## config.mk

```make
export PLATFORM = sky130hd
export DESIGN_NAME = huff_sram_top
export DESIGN_NICKNAME = d
export VERILOG_FILES = /design/src/rtl/huff_sram_pkg.sv /design/src/rtl/huff_beat_gen.sv /design/src/rtl/huff_beat_fifo.sv /design/src/rtl/huff_bus_master.sv /design/src/rtl/huff_sram_top.sv
export VERILOG_INCLUDE_DIRS = /design/src /design/src/rtl
export SDC_FILE = /design/constraint.sdc
export NUM_CORES = 1
export LEC_CHECK = 0
export CORE_UTILIZATION = 64
export CTS_CLUSTER_SIZE = 30
export DETAILED_ROUTE_END_ITERATION = 7
export DONT_BUFFER_PORTS = 1
export PLACE_DENSITY = 0.8
export SLEW_MARGIN = 20
export SYNTH_ARGS = -nofsm -noshare
export SYNTH_HDL_FRONTEND = slang
export SYNTH_HIERARCHICAL = 1
export SYNTH_SLANG_ARGS = --single-unit
```

## constraint.sdc

```tcl
create_clock -name clk -period 7.15 [get_ports clk]
set_input_delay 1.0725 -clock clk [delete_from_list [all_inputs] [get_ports clk]]
set_output_delay 1.0725 -clock clk [all_outputs]
set_load 0.005 [all_outputs]
```

## src/rtl/huff_sram_consts.svh

```systemverilog
`ifndef HUFF_SRAM_CONSTS_SVH
`define HUFF_SRAM_CONSTS_SVH

// byte bases of the three sram regions
`define HUFF_BASE_HIST 32'h33000000
`define HUFF_BASE_NODE 32'h33001024  // odd value kept for map compatibility
`define HUFF_BASE_PATH 32'h33003072

// region sizes
`define HUFF_HIST_ENTRIES 256
`define HUFF_NODE_WORDS 2   // high word first
`define HUFF_PATH_WORDS 4

// beat fifo between generator and bus master
`define HUFF_FIFO_DEPTH 4

`endif

```

## src/rtl/huff_sram_pkg.sv

```systemverilog
package huff_sram_pkg;

    // client operation codes
    typedef enum logic [2:0] {
        HIST_CLEAR = 3'd0,
        HIST_WR    = 3'd1,
        HIST_RD    = 3'd2,
        NODE_WR    = 3'd3,
        NODE_RD    = 3'd4,
        PATH_WR    = 3'd5,
        PATH_RD    = 3'd6
    } huff_op_e;

    // tree node, two sram words
    typedef struct packed {
        logic [17:0] rsvd;
        logic [6:0]  left;   // left child index
        logic [6:0]  right;  // right child index
        logic [31:0] weight;
    } huff_node_t;

    typedef struct packed {
        logic [63:0] pad;
        huff_node_t  entry;
    } huff_node_view_t;

    typedef struct packed {
        logic [95:0] pad;
        logic [31:0] count;
    } huff_hist_view_t;

    // one 128 bit word, seen three ways
    typedef union packed {
        logic [0:3][31:0] path;  // word 0 is the top word
        huff_node_view_t  node;
        huff_hist_view_t  hist;
    } huff_payload_u;

    typedef struct packed {
        huff_op_e      op;
        logic [7:0]    idx;
        huff_payload_u wdata;
    } huff_req_t;

    // single word bus transaction
    typedef struct packed {
        logic        wr;
        logic [31:0] addr;
        logic [31:0] wdata;
        logic [1:0]  slot;  // word position in payload
        logic        last;
    } huff_beat_t;

endpackage

```

## src/rtl/huff_beat_gen.sv

```systemverilog
`timescale 1ns/1ns
`include "huff_sram_consts.svh"

module huff_beat_gen import huff_sram_pkg::*; (
    input  logic       clk,
    input  logic       rst,
    input  logic       req_i,
    input  huff_req_t  req_s_i,
    output logic       ack_o,
    output huff_beat_t beat_o,
    output logic       push_o,
    input  logic       full_i,
    input  logic       done_i
);

    localparam logic [1:0] GEN_IDLE = 2'd0;
    localparam logic [1:0] GEN_RUN  = 2'd1;
    localparam logic [1:0] GEN_WAIT = 2'd2;
    localparam logic [1:0] GEN_ACK  = 2'd3;

    logic [1:0]  state;
    logic [7:0]  cnt;       // beat index within request
    logic [7:0]  last_idx;
    huff_req_t   req_q;
    logic [31:0] base;
    logic [31:0] word_off;
    logic [1:0]  slot;
    logic        is_wr;

    always_ff @(posedge clk or posedge rst) begin
        if (rst) begin
            state <= GEN_IDLE;
            cnt   <= '0;
        end else begin
            case (state)
                GEN_IDLE: begin
                    if (req_i) begin
                        state <= GEN_RUN;
                        cnt   <= '0;
                    end
                end
                GEN_RUN: begin
                    if (push_o) begin
                        cnt <= cnt + 8'd1;
                        if (cnt == last_idx) state <= GEN_WAIT;
                    end
                end
                GEN_WAIT: if (done_i) state <= GEN_ACK;  // last beat is on the bus
                GEN_ACK:  if (!req_i) state <= GEN_IDLE;
                default:  state <= GEN_IDLE;
            endcase
        end
    end

    // request held stable by client, latched once
    always_ff @(posedge clk) begin
        if (state == GEN_IDLE && req_i) req_q <= req_s_i;
    end

    // region, word offset and payload slot per operation
    always_comb begin
        base     = `HUFF_BASE_HIST;
        word_off = {24'd0, req_q.idx};
        slot     = 2'd3;
        last_idx = '0;
        is_wr    = 1'b0;
        case (req_q.op)
            HIST_CLEAR: begin
                word_off = {24'd0, cnt};
                last_idx = 8'(`HUFF_HIST_ENTRIES - 1);
                is_wr    = 1'b1;
            end
            HIST_WR: is_wr = 1'b1;
            HIST_RD: is_wr = 1'b0;
            NODE_WR, NODE_RD: begin
                base     = `HUFF_BASE_NODE;
                word_off = {23'd0, req_q.idx, cnt[0]};
                slot     = {1'b1, cnt[0]};  // node sits in words 2 and 3
                last_idx = 8'(`HUFF_NODE_WORDS - 1);
                is_wr    = (req_q.op == NODE_WR);
            end
            PATH_WR, PATH_RD: begin
                base     = `HUFF_BASE_PATH;
                word_off = {22'd0, req_q.idx, cnt[1:0]};
                slot     = cnt[1:0];
                last_idx = 8'(`HUFF_PATH_WORDS - 1);
                is_wr    = (req_q.op == PATH_WR);
            end
            default: ;
        endcase
    end

    assign beat_o.wr    = is_wr;
    assign beat_o.addr  = base + {word_off[29:0], 2'b00};
    assign beat_o.wdata = (req_q.op == HIST_CLEAR) ? 32'd0 : req_q.wdata.path[slot];
    assign beat_o.slot  = slot;
    assign beat_o.last  = (cnt == last_idx);

    assign push_o = (state == GEN_RUN) && !full_i;
    assign ack_o  = (state == GEN_ACK);

endmodule

```

## src/rtl/huff_beat_fifo.sv

```systemverilog
`timescale 1ns/1ns

module huff_beat_fifo import huff_sram_pkg::*; #(
    parameter int DEPTH = 4
) (
    input  logic       clk,
    input  logic       rst,
    input  huff_beat_t beat_i,
    input  logic       push_i,
    output logic       full_o,
    output huff_beat_t beat_o,
    input  logic       pop_i,
    output logic       empty_o
);

    localparam int AW = (DEPTH > 1) ? $clog2(DEPTH) : 1;
    localparam int CW = $clog2(DEPTH + 1);

    huff_beat_t    mem [DEPTH];
    logic [AW-1:0] wr_ptr;
    logic [AW-1:0] rd_ptr;
    logic [CW-1:0] count;
    logic          do_push;
    logic          do_pop;

    assign do_push = push_i && !full_o;
    assign do_pop  = pop_i && !empty_o;

    always_ff @(posedge clk or posedge rst) begin
        if (rst) begin
            wr_ptr <= '0;
            rd_ptr <= '0;
            count  <= '0;
        end else begin
            if (do_push) wr_ptr <= (wr_ptr == AW'(DEPTH - 1)) ? '0 : wr_ptr + 1'b1;
            if (do_pop) rd_ptr <= (rd_ptr == AW'(DEPTH - 1)) ? '0 : rd_ptr + 1'b1;
            if (do_push && !do_pop) begin
                count <= count + 1'b1;
            end else if (do_pop && !do_push) begin
                count <= count - 1'b1;
            end
        end
    end

    always_ff @(posedge clk) begin
        if (do_push) mem[wr_ptr] <= beat_i;
    end

    assign beat_o  = mem[rd_ptr];  // head, valid while not empty
    assign full_o  = (count == CW'(DEPTH));
    assign empty_o = (count == '0);

endmodule

```

## src/rtl/huff_bus_master.sv

```systemverilog
`timescale 1ns/1ns

module huff_bus_master import huff_sram_pkg::*; (
    input  logic          clk,
    input  logic          rst,
    input  huff_beat_t    beat_i,
    input  logic          empty_i,
    output logic          pop_o,
    output logic          wr_en_o,
    output logic          r_en_o,
    output logic [31:0]   addr_o,
    output logic [31:0]   wdata_o,
    input  logic          busy_i,
    input  logic [31:0]   rdata_i,
    output huff_payload_u resp_o,
    output logic          done_o
);

    localparam logic [1:0] M_IDLE   = 2'd0;
    localparam logic [1:0] M_STROBE = 2'd1;
    localparam logic [1:0] M_WAIT   = 2'd2;

    logic [1:0] state;
    logic       busy_q;  // busy one cycle back
    logic       busy_fall;
    logic       complete;

    assign busy_fall = busy_q && !busy_i;
    assign complete  = (state == M_WAIT) && busy_fall;

    always_ff @(posedge clk or posedge rst) begin
        if (rst) begin
            state  <= M_IDLE;
            busy_q <= 1'b0;
        end else begin
            busy_q <= busy_i;
            case (state)
                M_IDLE: begin
                    if (!empty_i) state <= M_STROBE;
                end
                M_STROBE: begin
                    // memory took the request, drop the strobe
                    if (busy_i) state <= M_WAIT;
                end
                M_WAIT: begin
                    if (busy_fall) state <= M_IDLE;
                end
                default: state <= M_IDLE;
            endcase
        end
    end

    // read words land in the slot the beat names
    always_ff @(posedge clk) begin
        if (complete && !beat_i.wr) resp_o.path[beat_i.slot] <= rdata_i;
    end

    // fifo head stays put until popped, so the bus fields are stable
    assign addr_o  = beat_i.addr;
    assign wdata_o = beat_i.wdata;
    assign wr_en_o = (state == M_STROBE) && beat_i.wr;
    assign r_en_o  = (state == M_STROBE) && !beat_i.wr;

    assign pop_o  = complete;
    assign done_o = complete && beat_i.last;  // end of the whole request

endmodule

```

## src/rtl/huff_sram_top.sv

```systemverilog
`timescale 1ns/1ns
`include "huff_sram_consts.svh"

module huff_sram_top import huff_sram_pkg::*; (
    input  logic          clk,
    input  logic          rst,
    // client, four phase
    input  logic          req_i,
    input  huff_req_t     req_s_i,
    output logic          ack_o,
    output huff_payload_u resp_o,
    // sram bus
    output logic          wr_en_o,
    output logic          r_en_o,
    output logic [31:0]   addr_o,
    output logic [31:0]   wdata_o,
    input  logic          busy_i,
    input  logic [31:0]   rdata_i
);

    huff_beat_t gen_beat;
    huff_beat_t head_beat;
    logic       push;
    logic       full;
    logic       pop;
    logic       empty;
    logic       done;

    huff_beat_gen gen_i (
        .clk     (clk),
        .rst     (rst),
        .req_i   (req_i),
        .req_s_i (req_s_i),
        .ack_o   (ack_o),
        .beat_o  (gen_beat),
        .push_o  (push),
        .full_i  (full),
        .done_i  (done)
    );

    huff_beat_fifo #(
        .DEPTH (`HUFF_FIFO_DEPTH)
    ) fifo_i (
        .clk     (clk),
        .rst     (rst),
        .beat_i  (gen_beat),
        .push_i  (push),
        .full_o  (full),
        .beat_o  (head_beat),
        .pop_i   (pop),
        .empty_o (empty)
    );

    huff_bus_master master_i (
        .clk     (clk),
        .rst     (rst),
        .beat_i  (head_beat),
        .empty_i (empty),
        .pop_o   (pop),
        .wr_en_o (wr_en_o),
        .r_en_o  (r_en_o),
        .addr_o  (addr_o),
        .wdata_o (wdata_o),
        .busy_i  (busy_i),
        .rdata_i (rdata_i),
        .resp_o  (resp_o),
        .done_o  (done)
    );

endmodule

```

==> metrics.txt, run 1 <==
# fillers=2017; Switching Power=0.00244 W; RSZ-0062 raised after global routing=false; Sinks on Clock Net=559; r2r startpoint=gen_i/req_q[136]; Cells after Synth=1049; Routability Congestion=0.883; P_int=0.00656 W; pre-CTS setup slack=2.38 ns; clk_lat worst skew=0.57 ns; antenna violations before repair=1; CP max-delay cell=edfxtp_1; clock skew=0.0179 ns; worst slew pin tran=1.10 ns; crit path from=gen_i/req_q[136]; worst-path cell chain=or3_2, inv_1, ha_1, a221oi_1, o21ai_0, ha_1, nand4_1, a311o_1, o21ai_1, a211oi_1, a211oi_1; first-pass GRT wire length=59.5 mm; max_slew headroom=0.264; CTS root buf=clkbuf_16; commonest non-fill, non-tap cell in the layout=edfxtp_1; VDD IR max=252 µV; post-route ant nets=0; final hold violation count=0; Cell variety after synth=72; # IOs=370; power per cell area=387 mW/mm²; CP max FO=34; full die area=0.0348 mm²; Initial DRC Count=712; Num CTS Buffers=53; via count=9359; final WL=39.8 mm; Flop pwr share=0.503; DIE HEIGHT=187 µm; Global Route Usage Sum=0.231; number of global-route vias before repair=9462; P_leak=7.54 nW; combinational fraction of design power=0.211; Area Growth Syn to Fin=6.71%; Syn Area/Cell=20.8 µm²; die width=187 µm; Worst-path clk slew=0.06 ns; Clk network pwr share=0.286; Nets=1206; dpl hpwl=24.1 mm; Worst EP required=7.48 ns; total gr overflow=0; Finished Core Util=0.694; Max H-tree Level=2; Residual DRC=0; Net Sw Frac=0.271; Port Buf Inserts=0; share of layout cells above drive strength 1=0.200; largest net degree at the start of global routing=80; ys async rst share=0.0358; critical path endpoint category=flop; Final Critical Period=4.47 ns; Max-Cap Viols=0; CTS resizes=0; crit start category=flop; Clock Tree Buf Depth=3; WS Path Type=reg2reg; cts hold-fix bufs=0; Layout Cells excl Fill=1498; WL/cell=26.6 µm; drt via density=6.25; yosys warns=6; Post-synth top flop=edfxtp_1; row count=67; Largest stage delay, worst path=0.74 ns; Buf/Inv on CP=1; Post-Layout Inst Area=0.0233 mm²; Synth Register Bits=559; Post-synth EDFFs=539; status=complete, no violations; worst setup margin=2.68 ns; drt first pass iters=5; Starting Density=0.650; placed cell areas=0.0216 mm²; final setup violation count=0; Hold Crit Class=in2async; worst path arrival time=4.79 ns; # placed instances=1399; register area share after synthesis=0.766; Post-Syn Area=0.0218 mm²; Worst path top cell family by delay=compound AO/OA/AOI/OAI gates; setup_tns=0 ns; CTS tree=yes; Max Freq=0.224 GHz; total core area=0.0335 mm²; final slew viol count=0; most frequent cells in the layout=539 x edfxtp_1, 97 x mux4_2, 53 x clkbuf_16; # Post-CTS Setup Buffers=0; Final Cycle Share=0.625
final timing paths:
kind / endpoint / slack, ns / cells after the start
min in group clk: master_i/busy_q / 0.53 / 0
max in group asynchronous: gen_i/state[1] / 6.48 / 1
max reg2reg: fifo_i/mem[0][44] / 2.68 / 11
max: fifo_i/mem[0][44] / 2.68 / 11
min: master_i/busy_q / 0.26 / 1
min reg2reg: fifo_i/count[2] / 0.56 / 1
cell type report:
type	instances	area, µm²	share of cell area
Multi-Input combinational cell	366	4250	0.183
Antenna cell	4	10.0	0.000430
Sequential cell	559	16700	0.718
Inverter	18	67.6	0.00291
Clock inverter	28	216	0.00931
Clock buffer	66	1380	0.0591
Tap cell	448	561	0.0241
Timing Repair Buffer	9	80.1	0.00344
cells by family after synthesis:
kind of cell | count (synthesis) | synth area share
AO/OA/AOI/OAI | 71 | 0.0242
adder cells (fa/ha/maj) | 24 | 0.0141
flip-flops | 559 | 0.766
multiplexers | 111 | 0.110
buffers and inverters | 140 | 0.0438
AND/OR/NAND/NOR | 124 | 0.0346
XOR/XNOR | 18 | 0.00758
other | 2 | 0.000345
worst register-to-register path, delay by kind of cell, from the launching register on:
family,cells,cell delay [ns]
AOI/OAI and AO/OA,6,1.75
and+or+nand+nor,2,0.77
DFF,1,0.74
adders and majority gates,2,0.71
buffers and inverters,1,0.27
sequential cells by signal, indices dropped and copies added (netlist names), 3 cells and up:
| signal | flops |
|---|---|
| gen_i/req_q | 139 |
| fifo_i/mem | 272 |
| fifo_i/count | 3 |
| master_i/resp_o | 128 |
| gen_i/cnt | 8 |
stage by stage:
stage	total power [W]	hold slack [ns]
after floorplan	0.00631	0.493
after global placement	0.00640	0.520
after detailed placement	0.00649	0.539
after CTS	0.00908	0.238
after global routing	0.00937	0.242
final	0.00900	0.261
cell usage after synthesis, types with 3 or more instances:
library cell,count,area share
edfxtp_1,539,0.74
mux4_2,97,0.10
buf_4,91,0.031
and2_1,38,0.011
ha_1,23,0.013
dfrtp_1,20,0.023
nand2_1,19,0.0033
inv_1,17,0.0029
clkbuf_1,16,0.0028
nor2_1,15,0.0026
a21oi_1,13,0.0030
xor2_1,10,0.0040
nor2b_1,8,0.0023
o21ai_0,8,0.0018
buf_2,7,0.0016
xnor2_1,7,0.0028
a211oi_1,6,0.0021
mux2_2,6,0.0031
a21o_1,5,0.0017
nand4_1,5,0.0014
nor3_1,5,0.0011
a22o_1,4,0.0016
and3b_1,4,0.0016
buf_6,4,0.0021
nand3_1,4,0.00092
o211ai_1,4,0.0014
a211o_1,3,0.0012
a221oi_1,3,0.0012
a31oi_1,3,0.00086
buf_12,3,0.0028
mux2i_1,3,0.0014
mux4_1,3,0.0036
nor3b_1,3,0.0010
o31a_1,3,0.0012
or3_1,3,0.00086
power groups by stage:
stage	registers (W)	logic (W)	clock network (W)
floorplan	0.00448	0.00183	0
global placement	0.00455	0.00185	0
detailed placement	0.00459	0.00190	0
CTS	0.00454	0.00192	0.00263
global route	0.00457	0.00205	0.00275
finish	0.00452	0.00190	0.00258
routing by layer:
layer,share of wire,track usage,routed length (µm)
met1,0.38,0.295,15100
met2,0.51,0.382,20200
met3,0.087,0.0718,3450
met4,0.028,0.0753,1110
met5,0,0,0
Note: power is estimated with default switching activity, not from simulation.
==> run 2, diff against run 1 <==
clock period = 4.3 ns   (was 7.15 ns; I/O delays follow)
==> run 2 against run 1 <==
Net effect: clock-buffer cell count rose by 6; sequential share of layout area fell by 0.85 points; final cell count rose by 0.60%; clock power rose by 81%; cell area rose by 1.2%; hold slack got worse by 0.18 ns; non-clock buffer count rose by 11; wire length rose by 0.88%.
==> metrics.txt, run 2 (synthesis gave the netlist of run 1 again) <==
Overall Power=0.0154 W; Max Freq=0.254 GHz; commonest non-fill, non-tap cell in the layout=edfxtp_1; Worst EP required=4.65 ns; Routability Congestion=0.945; DIE HEIGHT=187 µm; final hold violation count=0; max reg flops=272; number of global-route vias before repair=9481; Largest stage delay, worst path=0.75 ns; worst slew pin tran=0.970 ns; drt first pass iters=5; worst path arrival time=4.29 ns; Max-Cap Viols=0; reg2reg end=fifo_i/mem[1][44]; Final Cycle Share=0.917; Final Critical Period=3.94 ns; Clk network pwr share=0.303; worst setup path endpoint=fifo_i/mem[1][44]; CP max FO=19; Nets=1217; post-route ant nets=0; P_leak=7.70 nW; VDD IR max=496 µV; Max H-tree Level=2; Net Sw Frac=0.268; most frequent CP cell=a211oi_1; power per cell area=654 mW/mm²; Worst-path clk slew=0.06 ns; first-pass GRT wire length=59.7 mm; final setup violation count=0; CTS tree=yes; WL/cell=26.7 µm; most frequent cells in the layout=539 x edfxtp_1, 97 x mux4_2, 55 x clkbuf_16; critical path endpoint category=flop; Flop pwr share=0.489; largest net degree at the start of global routing=68; die width=187 µm; clk_lat worst skew=0.59 ns; Post-Layout Inst Area=0.0235 mm²; RSZ-0062 raised after global routing=false; share of layout cells above drive strength 1=0.214; crit start category=flop; row count=67; crit path from=gen_i/req_q[138]; Num CTS Buffers=53; final slew viol count=0; via count=9372; Residual DRC=0; r2r startpoint=gen_i/req_q[138]; CTS root buf=clkbuf_16; Hold Crit Class=in2reg; Ant. Diodes=0; status=complete, no violations; worst-path cell chain=inv_1, nor2_2, a221oi_1, o21ai_0, ha_1, nand4_1, a311o_1, o21ai_1, a211oi_1, a211oi_1; Clock Tree Buf Depth=3; total core area=0.0335 mm²; WS Path Type=reg2reg; Starting Density=0.650; Initial DRC Count=705; worst r2r path cells=10; Global Route Usage Sum=0.234; Area Growth Syn to Fin=7.99%; dpl hpwl=25.0 mm; Switching Power=0.00413 W; Sinks on Clock Net=559; largest reg by FF count=fifo_i/mem; P_int=0.0113 W; full die area=0.0348 mm²; reg2reg setup slack=0.36 ns; max_slew headroom=0.353; combinational fraction of design power=0.208; total gr overflow=0; antenna violations before repair=1; clock skew=0.0293 ns; drt via density=6.22; CP max-delay cell=edfxtp_1; Port Buf Inserts=0; placed cell areas=0.0218 mm²; final WL=40.2 mm; # IOs=370
run 2: cell types whose count changed in the layout (fill, tap and decap cells not counted), sizes merged:
cell         change
bufinv           +3
buf             +10
dlygate4sd3      +1
clkinv           -5
diode            -4
clkbuf           +6
clkinvlp         -2
run 2: layout make-up:
class | instances | area (µm²)
Clock buffer | 72 | 1480
Clock inverter | 24 | 279
Fill cell | 1985 | 10000
Inverter | 18 | 67.6
Multi-Input combinational cell | 366 | 4250
Sequential cell | 559 | 16700
Tap cell | 448 | 561
Timing Repair Buffer | 20 | 203
run 2: power groups by stage:
| stage | Sequential [W] | Combinational, W | Clock, W |
|---|---|---|---|
| global route | 0.00761 | 0.00346 | 0.00497 |
| finish | 0.00753 | 0.00320 | 0.00467 |
| floorplan | 0.00743 | 0.00304 | 0 |
| detailed placement | 0.00763 | 0.00321 | 0 |
| CTS | 0.00754 | 0.00325 | 0.00475 |
| global placement | 0.00758 | 0.00313 | 0 |
run 2: per-layer routing:
layer	up-vias	GRT usage	share of wire
met5	-	0	0.00032
met4	2	0.0864	0.028
met3	70	0.0670	0.083
met2	452	0.392	0.51
met1	4802	0.293	0.38
li1	4046	-	-
run 2: how the worst min path moves through the flow:
stage / from / cells after the start / slack, ns / to
2_1_floorplan: rst / 1 / 0.40 / master_i/busy_q
3_3_place_gp: rst / 1 / 0.41 / master_i/state[0]
3_5_place_dp: rst / 1 / 0.41 / master_i/state[0]
4_1_cts: busy_i / 0 / 0.04 / master_i/busy_q
5_1_grt: busy_i / 0 / 0.05 / master_i/busy_q
6_report: busy_i / 0 / 0.08 / master_i/busy_q
run 2: what timing repair did:
action,in CTS,in global routing
endpoints found under the hold margin,20,0
buffers inserted,0,0
hold buffers,1,0
resized for setup,0,0
run 2: critical path: cells and delay by family (launching register included):
kind	cells	cell delay, ns
AO/OA/AOI/OAI	6	1.79
adder cells (fa/ha/maj)	1	0.28
buffers and inverters	1	0.27
flip-flops	1	0.75
AND/OR/NAND/NOR	2	0.60
run 2: per-stage QoR:
stage | std cells | setup TNS [ns] | worst slack, ns | util | hold slack [ns]
after floorplan | 1065 | -78.43 | -0.907 | - | 0.399
after global placement | 1410 | 0 | 0.614 | 0.649 | 0.410
after detailed placement | 1410 | 0 | 0.558 | 0.649 | 0.414
after CTS | 1507 | 0 | 0.531 | 0.702 | 0.0410
after global routing | 1507 | 0 | 0.0420 | 0.702 | 0.0511
final | 1507 | 0 | 0.359 | 0.702 | 0.0771
